[config.mk]
export PLATFORM = sky130hd
export DESIGN_NAME = fixPixelLatch
export DESIGN_NICKNAME = d
export VERILOG_FILES = /design/src/verilog/pBusPkg.sv /design/src/verilog/fixPixelLatch.sv
export SDC_FILE = /design/constraint.sdc
export NUM_CORES = 1
export LEC_CHECK = 0
export BUFFER_PORTS_ARGS = -buffer_cell sky130_fd_sc_hd__buf_2
export CAP_MARGIN = 20
export CORE_MARGIN = 8
export CORE_UTILIZATION = 34
export CTS_CLUSTER_DIAMETER = 30
export DETAILED_ROUTE_END_ITERATION = 7
export MAX_ROUTING_LAYER = met4
export PLACE_DENSITY = 0.87
export SYNTH_ARGS = -nofsm -noshare
export SYNTH_HDL_FRONTEND = slang
export SYNTH_SLANG_ARGS = --single-unit
[constraint.sdc]
create_clock -name CLK_24M -period 1.2 [get_ports CLK_24M]
set_input_delay 0.12 -clock CLK_24M [delete_from_list [all_inputs] [get_ports CLK_24M]]
set_output_delay 0.12 -clock CLK_24M [all_outputs]
set_load 0.01 [all_outputs]
[src/verilog/pBusPkg.sv]
package pBusPkg;

	localparam int SLOT_W = 4;     // 16 master clocks per P bus frame
	localparam int PBUS_W = 24;    // Shared P bus width

	// Slot numbers within one frame
	// Slots with no name here are idle slots
	typedef enum logic [SLOT_W-1:0]
	{
		SLOT_CADDR   = 4'd0,     // Sprite graphics ROM address
		SLOT_VCS_ON  = 4'd2,     // nVCS falls after this slot
		SLOT_L0ADDR  = 4'd3,     // L0 ROM address, upper byte released
		SLOT_SADDR   = 4'd7,     // Fix ROM address
		SLOT_SPRPAL  = 4'd10,    // Sprite palette and X position
		SLOT_VCS_OFF = 4'd12,    // nVCS rises after this slot
		SLOT_FIXPAL  = 4'd13,    // Fix palette, B1 latch point
		SLOT_LAST    = 4'd15     // LOAD strobe
	} pSlot_e;

	// Sprite side request, sampled in its own slots
	typedef struct packed
	{
		logic [24:0] cRomAddr;   // CA0 stays inside the chip
		logic [7:0]  sprPal;
		logic [7:0]  sprXpos;
		logic [15:0] l0RomAddr;
	} spriteReq_t;

	// Fix layer request
	typedef struct packed
	{
		logic [15:0] sRomAddr;
		logic [3:0]  fixPal;
	} fixReq_t;

	// Fix pixel pair as held by the B1 latch
	typedef struct packed
	{
		logic [3:0] fixPal;
		logic [3:0] pixLeft;     // Low nibble of the ROM byte
		logic [3:0] pixRight;    // High nibble
	} fixOut_t;

endpackage

[src/verilog/fixPixelLatch.sv]
`timescale 1ns/1ps

module fixPixelLatch import pBusPkg::*;
(
	input  logic       CLK_24M,
	input  logic       nRESET,
	input  pSlot_e     slot,
	input  fixReq_t    fixReq,
	input  logic [7:0] fixData,
	output fixOut_t    fixOut
);

	fixOut_t nextOut;    // Pixel pair as it will be latched
	logic    latchEn;    // B1 latch point

	assign latchEn = (slot == SLOT_FIXPAL);

	// One ROM byte carries two 4-bit pixels
	// Left pixel comes from the low nibble
	always_comb
	begin
		nextOut.fixPal   = fixReq.fixPal;     // Palette on the bus this slot
		nextOut.pixLeft  = fixData[3:0];
		nextOut.pixRight = fixData[7:4];
	end

	// B1 style latch
	// ROM data has settled since the fix address slot
	always_ff @(posedge CLK_24M)
	begin
		if (!nRESET)
			fixOut <= '0;
		else if (latchEn)
			fixOut <= nextOut;    // Visible from slot 14
	end

	// Pair is stable for the rest of the frame
	assert property (@(posedge CLK_24M) disable iff (!nRESET)
		$changed(fixOut) |-> ($past(slot) == SLOT_FIXPAL))
	else
		$error("Fix pixel pair changed outside the latch slot");

endmodule

==> out/results.ini <==
[grt]
antenna_found_initial = 0
grt_start_max_net_pins = 25
grtUsageTotal_pct = 9.11
grt_overflow = 0
grt_pass1_vias = 446
grt_pass1_wl_um = 1900

[synthesis]
yosysSeqAreaShare_pct = 49.5
synth_area_leaders = dfxtp_1 49%, mux2i_1 25%, nand2_1 19%
synth_most_common_cell = nand2_1
synthCells = 53
synthesis.nets = 87
synthTopCellsByCount = 24 x nand2_1, 12 x dfxtp_1, 12 x mux2i_1
synthArstFlopShare_pct = 0
synth.avg_cell_area_um2 = 9.16
ys.flop_type = dfxtp_1
syn_area_um2 = 485
synth_top_area_share_pct = 49.5
yosysWarnings = 0
ys_seq_elements = 12
synth-edff-count = 0
ys_types = 7
yosys.area.top_type = dfxtp_1

[setup_path]
critical_path_class = reg -> out
crit_path_start = fixOut[7]
max_stage_delay_ps = 350
r2r_slack_ps = 610
path_depth = 1
crit_slowest_cell = dfxtp_1
arrival_ps = 760
reg2reg_from = fixOut[7]
end_kind = output pin
required_ps = 1080
crit_buf_inv = 1
regToRegEndpoint = fixOut[7]
crit_end = fixOut[7]
critPathTopFamily = flip-flops
worstPathCellList = buf_2
cp_max_fo = 2
startpoint_type = flop
worst-r2r-cell-count = 2

[timing]
max-slew-margin-rel_pct = 74.1
final-setup-viol-count = 0
finalClockSkew_ps = 0
min_period_ps = 875
fin_crit_sh_pct = 72.9
maxSlewViolCount = 0
hold_ws_ps = 82.1
worst_slew_pin_slew_ps = 389
timing.fmax_ghz = 1.14
rsz0062_at_grt = no
setup-tns-final_ps = 0
finalHoldViolCount = 0

[clocking]
path_clk_slew_ps = 80
ctsResizeCount = 0
h-tree-depth = 1
postCtsSetupBuffers = 0
cts_root_buffer = clkbuf_4
cts.sinks = 12
numCtsBuffers = 3
ctsLongestPathBuffers = 2
clk_latency_ps = 270
hold_buffers = 0
cts_tree = built

[finish]
regArea_um2 = 240
drive_gt1_share_pct = 41.0
fin_nets = 118
multi_input_area_um2 = 220
final_area_um2 = 668
reg_top3 = fixOut: 12 flops
syn_to_final_growth_pct = 37.6
largest_reg_flops = 12
antenna_cells = 0
registers.top_by_ff_count = fixOut
fillerInstances = 133

[power]
p_leak_uw = 0.000327
irDropWorstVdd_uv = 615
finalPower_uw = 813
p_per_area_nw_per_um2 = 1220

[job]
drv_cap = 0

[placed_design]
placed_cell_area_um2 = 632
place_congestion = 0.638
io_buffers = 29

[drt]
dr.first_iter.drc_count = 3
post_drt_wl_per_cell_um = 12.0
drt-pass1-iter-count = 4
num_vias = 444
drc = 0
finalWirelength_um = 1180
antenna_violating_nets_post_route = 0
via_per_inst = 4.53

[die]
dieArea_um2 = 2890
core-area_um2 = 1320
rows = 13
initial_utilization_pct = 36.8
pin_count = 46
die_h_um = 53.8
die_w_um = 53.8

[min_path]
hold_path_class = in -> reg
min_from = fixData[5]

[outcome]
outcome = completed

[layout make-up]
class	count	share of cell area [%]
sequential	12	36.0
timing repair buffer	30	22.8
clock buffer	4	5.43
tap	15	2.81
multi-input combinational	37	33.0
[layer usage]
layer	GRT usage [%]	share of wire, %	vias up
met5	-	0	-
met4	7.56	2.5	0
met3	1.65	7.6	4
met2	15.8	51	16
met1	8.48	39	195
li1	-	-	229
[cell usage in the layout, fill, tap and decap left out, drive strengths merged]
master	n
and4b	1
dfxtp	12
buf	30
nand2	24
mux2i	12
clkbuf	4
[report_power, final]
group          internal, uW  leakage (uW)  switching (uW)
registers               407     0.0000971            3.75
logic                  38.6      0.000209            37.3
clock network           184     0.0000210             142
total                   630      0.000327             183
[worst min path at each step]
stage	endpoint	slack, ps	depth (start not counted)
after detailed placement	fixOut[6]	380	3
final	fixOut[1]	80	3
after global routing	fixOut[4]	80	3
after CTS	fixOut[1]	70	3
after global placement	fixOut[3]	370	3
after floorplan	fixOut[0]	260	2
[per-stage QoR]
stage,util [%],cells,worst slack (ps)
floorplan,-,53,345
global placement,48.0,94,260
detailed placement,48.0,94,223
CTS,50.7,98,316
global route,50.7,98,287
finish,50.7,98,325
[logic make-up after synthesis]
logic type	Yosys count	share of synthesized area, %
simple gates	25	20.6
flops	12	49.5
mux	12	24.7
buf+inv	4	5.15
Power figures use the tool's default switching activity.
