<file path="src/verilog/pBusPkg.sv">
package pBusPkg;

	localparam int SLOT_W = 4;     // 16 master clocks per P bus frame
	localparam int PBUS_W = 24;    // Shared P bus width

	// Slot numbers within one frame
	// Slots with no name here are idle slots
	typedef enum logic [SLOT_W-1:0]
	{
		SLOT_CADDR   = 4'd0,     // Sprite graphics ROM address
		SLOT_VCS_ON  = 4'd2,     // nVCS falls after this slot
		SLOT_L0ADDR  = 4'd3,     // L0 ROM address, upper byte released
		SLOT_SADDR   = 4'd7,     // Fix ROM address
		SLOT_SPRPAL  = 4'd10,    // Sprite palette and X position
		SLOT_VCS_OFF = 4'd12,    // nVCS rises after this slot
		SLOT_FIXPAL  = 4'd13,    // Fix palette, B1 latch point
		SLOT_LAST    = 4'd15     // LOAD strobe
	} pSlot_e;

	// Sprite side request, sampled in its own slots
	typedef struct packed
	{
		logic [24:0] cRomAddr;   // CA0 stays inside the chip
		logic [7:0]  sprPal;
		logic [7:0]  sprXpos;
		logic [15:0] l0RomAddr;
	} spriteReq_t;

	// Fix layer request
	typedef struct packed
	{
		logic [15:0] sRomAddr;
		logic [3:0]  fixPal;
	} fixReq_t;

	// Fix pixel pair as held by the B1 latch
	typedef struct packed
	{
		logic [3:0] fixPal;
		logic [3:0] pixLeft;     // Low nibble of the ROM byte
		logic [3:0] pixRight;    // High nibble
	} fixOut_t;

endpackage

</file>
<file path="src/verilog/pCycle.sv">
`timescale 1ns/1ps

module pCycle import pBusPkg::*;
(
	input  logic   CLK_24M,
	input  logic   nRESET,
	output pSlot_e slot,
	output logic   s1h1,
	output logic   load,
	output logic   nVcs
);

	logic [SLOT_W-1:0] slotCnt;    // Free-running frame position

	// Master slot counter
	// Held at 0 in reset and for the first cycle after release
	always_ff @(posedge CLK_24M)
	begin
		if (!nRESET)
			slotCnt <= '0;
		else
			slotCnt <= slotCnt + 1'b1;    // Wraps 15 -> 0 on its own
	end

	assign slot = pSlot_e'(slotCnt);

	// Half-frame square wave for the fix pixel pair select
	assign s1h1 = slotCnt[SLOT_W-1];

	// One slot wide, end of frame
	assign load = (slot == SLOT_LAST);

	// Video RAM chip select
	// Registered so it moves one cycle after the decoding slot
	always_ff @(posedge CLK_24M)
	begin
		if (!nRESET)
			nVcs <= 1'b1;    // Deselected out of reset
		else if (slot == SLOT_VCS_ON)
			nVcs <= 1'b0;    // Low from slot 3
		else if (slot == SLOT_VCS_OFF)
			nVcs <= 1'b1;    // High again from slot 13
	end

	// nVcs mirrors the slot one cycle back
	// Low exactly for previous slots 2 through 11
	assert property (@(posedge CLK_24M) disable iff (!nRESET)
		!nVcs == (($past(slot) >= SLOT_VCS_ON) && ($past(slot) < SLOT_VCS_OFF)))
	else
		$error("nVcs out of step with slot %0d", $past(slot));

endmodule

</file>
<file path="config.mk">
export PLATFORM = sky130hd
export DESIGN_NAME = pCycle
export DESIGN_NICKNAME = d
export VERILOG_FILES = /design/src/verilog/pBusPkg.sv /design/src/verilog/pCycle.sv
export SDC_FILE = /design/constraint.sdc
export NUM_CORES = 1
export LEC_CHECK = 0
export BUFFER_PORTS_ARGS = -buffer_cell sky130_fd_sc_hd__clkbuf_2
export CAP_MARGIN = 20
export CELL_PAD_IN_SITES_DETAIL_PLACEMENT = 0
export CELL_PAD_IN_SITES_GLOBAL_PLACEMENT = 2
export CORE_AREA = 5 5 42 44
export DETAILED_ROUTE_END_ITERATION = 8
export DIE_AREA = 0 0 47 49
export PLACE_DENSITY_LB_ADDON = 0.1
export REMOVE_ABC_BUFFERS = 1
export SYNTH_ARGS = -nofsm -noshare
export SYNTH_HDL_FRONTEND = slang
export SYNTH_SLANG_ARGS = --single-unit
</file>
<file path="constraint.sdc">
create_clock -name CLK_24M -period 1.4 [get_ports CLK_24M]
set_clock_uncertainty 0.2 [all_clocks]
set_input_delay 0.28 -clock CLK_24M [delete_from_list [all_inputs] [get_ports CLK_24M]]
set_output_delay 0.28 -clock CLK_24M [all_outputs]
set_load 0.02 [all_outputs]
</file>
==> results of run 1 <==
## synth_stat cells (all sizes together)
cell,instances
dfxtp,5
ha,3
inv,3
and2,2
nand2,2
nand3,2
nor2b,2
and3,1
buf,1
mux2i,1
nand2b,1
o2111ai,1
xor2,1
## power groups by stage
stage | logic (W) | clock network, W | registers (W)
6_report | 0.0000677 | 0.000171 | 0.000163
5_1_grt | 0.0000781 | 0.000194 | 0.000163
4_1_cts | 0.0000695 | 0.000185 | 0.000162
3_5_place_dp | 0.0000666 | 0 | 0.000161
3_3_place_gp | 0.0000660 | 0 | 0.000161
2_1_floorplan | 0.0000189 | 0 | 0.000178
## repair_timing
item                       4_1_cts  5_1_grt
setup endpoints to repair        1        4
hold endpoints to repair         0        0
cloned                           0        0
pin swaps                        1        1
gates resized for setup          7        5
buffers inserted                 1        0
## final cells by class
type | count | area [um2] | area share (%)
clock buffer | 4 | 26.3 | 6.77
inverter | 3 | 11.3 | 2.90
multi-input combinational | 16 | 138 | 35.5
sequential | 5 | 103 | 26.5
tap | 16 | 20.0 | 5.16
timing repair buffer | 13 | 90.1 | 23.2
## path summary, 6_finish.rpt
check                                   startpoint                end  slack (ns)  cells after the start
worst max-delay path            slot[0]$_SDFF_PN0_               load       -0.10                      3
worst min-delay path                        nRESET  nVcs$_SDFFE_PN1P_        0.08                      2
worst max register to register  slot[0]$_SDFF_PN0_  nVcs$_SDFFE_PN1P_        0.13                      5
worst min register to register   nVcs$_SDFFE_PN1P_  nVcs$_SDFFE_PN1P_        0.30                      2
## cell families after synthesis
group / synth area share (%)
adder cells (fa/ha/maj): 15.6
flip-flops: 41.7
AO/OA/AOI/OAI: 3.65
AND/OR/NAND/NOR: 23.4
XOR/XNOR: 3.65
multiplexers: 4.17
buffers and inverters: 7.81
## routing by layer
layer  vias to the layer above  global-route usage [%]
met1                        90                    6.39
met3                         2                    3.32
met5                         -                       0
li1                        113                       -
met4                         0                    6.91
met2                        11                    7.24
## placed cells by master, fill, tap and decap left out, types with 2 or more instances in the layout
| cell type | n |
|---|---|
| and2_1 | 2 |
| buf_2 | 2 |
| nand2_1 | 2 |
| dfxtp_2 | 2 |
| buf_4 | 6 |
| clkbuf_4 | 3 |
| nor2b_1 | 2 |
| ha_1 | 2 |
| clkbuf_2 | 4 |
| nand3_1 | 2 |
| inv_1 | 3 |
| dfxtp_1 | 3 |
## metrics by stage
step           hold slack (ns)  instance area (um2)
3_3_place_gp             0.287                  323
3_5_place_dp             0.300                  323
6_report                0.0810                  388
4_1_cts                 0.0859                  384
2_1_floorplan            0.161                  233
5_1_grt                 0.0922                  388
## sequential cells by signal (all words and copies together), names as in the netlist
name	count
slot	4
nVcs	1
==> flow_metrics.env, run 1 <==
export IMPL_cp_slowest_stage_delay_ns=0.33
export IMPL_clock_sinks=5
export IMPL_fin_util_pct=27.7
export IMPL_setup_worst_path_start_class="flip-flop"
export IMPL_area_growth_pct=61.5
export IMPL_avgSynthCellArea_um2=9.61
export IMPL_cp_data_arrival_time_ns=1.02
export IMPL_post_dp_hpwl_um=437
export IMPL_power_w=0.000401
export IMPL_internal_power_w=0.000293
export IMPL_p_clk_share_pct=42.6
export IMPL_slew_headroom_pct=92.4
export IMPL_power_switching_w=0.000108
export IMPL_routed_top_layer="met4"
export IMPL_grt_pass1_vias=205
export IMPL_power_frac_seq_pct=40.6
export IMPL_finalWorstSetupSlack_ns=-0.102
export IMPL_pre_cts_slack_ns=0.0483
export IMPL_synth_area_leaders="dfxtp_1 (42%), ha_1 (16%), and2_1 (5.2%), nor2b_1 (5.2%), inv_1 (4.7%)"
export IMPL_cp_data_required_time_ns=0.92
export IMPL_hold_viol_final=0
export IMPL_initial_utilization_pct=17.1
export IMPL_fmax_mhz=666
export IMPL_layout_nets=47
export IMPL_drv_slew=0
export IMPL_via_per_inst=3.79
export IMPL_fin_setup_tns_ns=-0.102
export IMPL_ctsHoldBuffers=0
export IMPL_dp_cells=52
export IMPL_routed_wirelength_um=566
export IMPL_critPathCaptureType="primary output"
export IMPL_path_cells="ha_4 -> and3_4 -> buf_8"
export IMPL_ys_types=13
export IMPL_cp_max_fo=2
export IMPL_root_buffer="clkbuf_4"
export IMPL_cap_violations=0
export IMPL_wl_per_cell_um=9.93
export IMPL_grt_overflow_total=0
export IMPL_ys_ff_latch=5
export IMPL_critPathKind="reg -> out"
export IMPL_path_clk_slew_ns=0.05
export IMPL_p_per_area_nw_per_um2=1030
export IMPL_first_iter_violations=2
export IMPL_htreeDepth=1
export IMPL_setup_viol=1
export IMPL_antennaDiodeCount=0
export IMPL_worst_pin_slew_ns=0.112
export IMPL_hold_path_class="in -> reg"
export IMPL_antenna_found_initial=0
export IMPL_path_delay_family="flip-flops"
export IMPL_netlist_area_um2=240
export IMPL_port_buffers=8
export IMPL_ant_nets=0
export IMPL_vdd_ir_drop_worst_v=0.000382
export IMPL_drt_first_pass_iters=4
export IMPL_ys_seq_area_share_pct=41.7
export IMPL_io_pins=9
export IMPL_grt_pass1_wl_um=862
export IMPL_crit_slowest_cell="dfxtp_2"
export IMPL_fin_cells=57
export IMPL_num_vias=216
export IMPL_die_w_um=47
export IMPL_drcViolationCount=0
export IMPL_core_um2=1400
export IMPL_wl_met3_um=59
export IMPL_final_fill_count=163
export IMPL_cts_buffers=3
export IMPL_clockBufferDepth=2
export IMPL_die_h_um=49
export IMPL_post_route_period_util_pct=107
export IMPL_status="finished, violations left"
export IMPL_die_area_um2=2300
export IMPL_wl_met1_um=242
export IMPL_clk_latency_ns=0.25
export IMPL_place_congestion=0.663
export IMPL_period_minus_slack_ns=1.50
export IMPL_tritoncts="done"
export IMPL_wl_met2_um=247
export IMPL_crit_buf_inv=1
export IMPL_violations="negative setup slack"
export IMPL_power_switching_fraction_pct=26.9
export IMPL_grt_use_total_pct=5.99
export IMPL_grt_max_degree=7
export IMPL_drive_above_1_share_pct=48.8
export IMPL_rsz0062_at_grt="yes"
export IMPL_syn_inst=25
export IMPL_p_leak_nw=0.201
export IMPL_synth_largest_area_cell="dfxtp_1"
export IMPL_combPwrFrac_pct=16.9
export IMPL_synth_top_cell_area_share_pct=41.7
export IMPL_yosysWarnings=0
export IMPL_row_count=14
Power figures use the tool's default switching activity.
==> run 2: changes to the inputs <==
Settings changed: TNS_END_PERCENT set to 5.
==> run 2 against run 1 <==
Compared with the run above:
- wire length unchanged
- power about the same
- the run still ends with negative setup slack left
- global-route usage unchanged
- non-clock buffer count unchanged
- largest power group unchanged
- combinational power about the same
- sequential power about the same
==> flow_metrics.env, run 2 (synthesis results as in run 1) <==
export IMPL_cts_buffers=3
export IMPL_worst_pin_slew_ns=0.112
export IMPL_ctsHoldBuffers=0
export IMPL_crit_buf_inv=1
export IMPL_grt_pass1_vias=205
export IMPL_fin_cells=57
export IMPL_finalWorstSetupSlack_ns=-0.102
export IMPL_row_count=14
export IMPL_fin_util_pct=27.5
export IMPL_first_iter_violations=2
export IMPL_fmax_mhz=666
export IMPL_vdd_ir_drop_worst_v=0.000382
export IMPL_wl_per_cell_um=9.93
export IMPL_critPathKind="reg -> out"
export IMPL_clock_sinks=5
export IMPL_drive_above_1_share_pct=48.8
export IMPL_violations="negative setup slack"
export IMPL_layout_nets=47
export IMPL_grt_use_total_pct=5.99
export IMPL_final_fill_count=162
export IMPL_setup_viol=1
export IMPL_dp_cells=52
export IMPL_drcViolationCount=0
export IMPL_path_delay_family="flip-flops"
export IMPL_path_cells="ha_4 -> and3_4 -> buf_8"
export IMPL_antenna_found_initial=0
export IMPL_path_clk_slew_ns=0.05
export IMPL_io_pins=9
export IMPL_htreeDepth=1
export IMPL_clk_latency_ns=0.25
export IMPL_drv_slew=0
export IMPL_antennaDiodeCount=0
export IMPL_largest_register_ffs=4
export IMPL_p_per_area_nw_per_um2=1040
export IMPL_ant_nets=0
export IMPL_hold_viol_final=0
export IMPL_num_vias=216
export IMPL_status="finished, violations left"
export IMPL_period_minus_slack_ns=1.50
export IMPL_p_leak_nw=0.201
export IMPL_crit_slowest_cell="dfxtp_2"
export IMPL_grt_overflow_total=0
export IMPL_place_congestion=0.663
export IMPL_clockBufferDepth=2
export IMPL_layout_commonest_cell="buf_4"
export IMPL_cp_slowest_stage_delay_ns=0.33
export IMPL_cp_data_required_time_ns=0.92
export IMPL_area_growth_pct=60.4
export IMPL_drt_first_pass_iters=4
export IMPL_setup_worst_path_start_class="flip-flop"
export IMPL_die_h_um=49
export IMPL_layout_common_cells="buf_4 (5), clkbuf_2 (4)"
export IMPL_slew_headroom_pct=92.4
export IMPL_tritoncts="done"
export IMPL_rsz0062_at_grt="yes"
export IMPL_post_dp_hpwl_um=437
export IMPL_die_area_um2=2300
export IMPL_via_per_inst=3.79
export IMPL_grt_max_degree=7
export IMPL_hold_path_class="in -> reg"
export IMPL_cp_data_arrival_time_ns=1.02
export IMPL_root_buffer="clkbuf_4"
export IMPL_cp_max_fo=2
export IMPL_die_w_um=47
export IMPL_critPathCaptureType="primary output"
export IMPL_port_buffers=8
export IMPL_core_um2=1400
export IMPL_routed_wirelength_um=566
export IMPL_post_route_period_util_pct=107
export IMPL_cap_violations=0
export IMPL_grt_pass1_wl_um=862
export IMPL_initial_utilization_pct=17.1
==> run 2: cell count changes in the layout (fill, tap and decap cells not counted) <==
cell / change
buf_4: -1
buf_2: +1
==> run 2: final cells by class <==
type                    instances  area (um2)  share of cell area (%)
flip-flops and latches          5         103                    26.6
well taps                      16        20.0                    5.19
inverters                       3        11.3                    2.92
repair buffers                 13        87.6                    22.7
multi-input cells              16         138                    35.7
clock buffers                   4        26.3                    6.82
==> run 2: layer usage <==
metal | vias up | global-route usage, % | wire length (um)
met5 | - | 0 | 0
met4 | 0 | 6.91 | 17
met3 | 2 | 3.32 | 59
met2 | 11 | 7.24 | 247
met1 | 90 | 6.39 | 242
li1 | 113 | - | -
==> run 2: path summary, 6_finish.rpt <==
path / start / endpoint / slack, ns / cells past startpoint
max: slot[0]$_SDFF_PN0_ / load / -0.10 / 3
min: nRESET / nVcs$_SDFFE_PN1P_ / 0.08 / 2
max reg2reg: slot[0]$_SDFF_PN0_ / nVcs$_SDFFE_PN1P_ / 0.13 / 5
min reg2reg: nVcs$_SDFFE_PN1P_ / nVcs$_SDFFE_PN1P_ / 0.30 / 2
==> run 2: per-stage QoR <==
step | setup slack [ns] | setup TNS, ns | power (W) | hold slack [ns] | cell area [um2]
after floorplan | -0.0195 | -0.0195 | 0.000197 | 0.161 | 233
after global placement | 0.0610 | 0 | 0.000227 | 0.287 | 323
after detailed placement | 0.0483 | 0 | 0.000228 | 0.300 | 323
after CTS | -0.132 | -0.132 | 0.000417 | 0.0859 | 384
after global routing | -0.135 | -0.135 | 0.000435 | 0.0922 | 385
final | -0.102 | -0.102 | 0.000401 | 0.0810 | 385
==> run 2: worst register-to-register path, cell delays in order, from the launching register on <==
cell,delay (ns)
dfxtp_2,0.34
buf_4,0.13
inv_1,0.05
ha_1,0.18
nor2b_1,0.12
o2111ai_1,0.16
==> run 2: power by group <==
part | internal [W] | total [W] | leakage (nW) | switching, W
Combinational | 0.0000308 | 0.0000676 | 0.145 | 0.0000367
Sequential | 0.000154 | 0.000163 | 0.0416 | 0.00000846
Clock | 0.000108 | 0.000171 | 0.0150 | 0.0000628
==> run 2: what timing repair did <==
| item | CTS | global route |
|---|---|---|
| pin swaps | 1 | 1 |
| setup buffers | 1 | 0 |
| setup endpoints to repair | 1 | 4 |
| resized for setup | 7 | 4 |
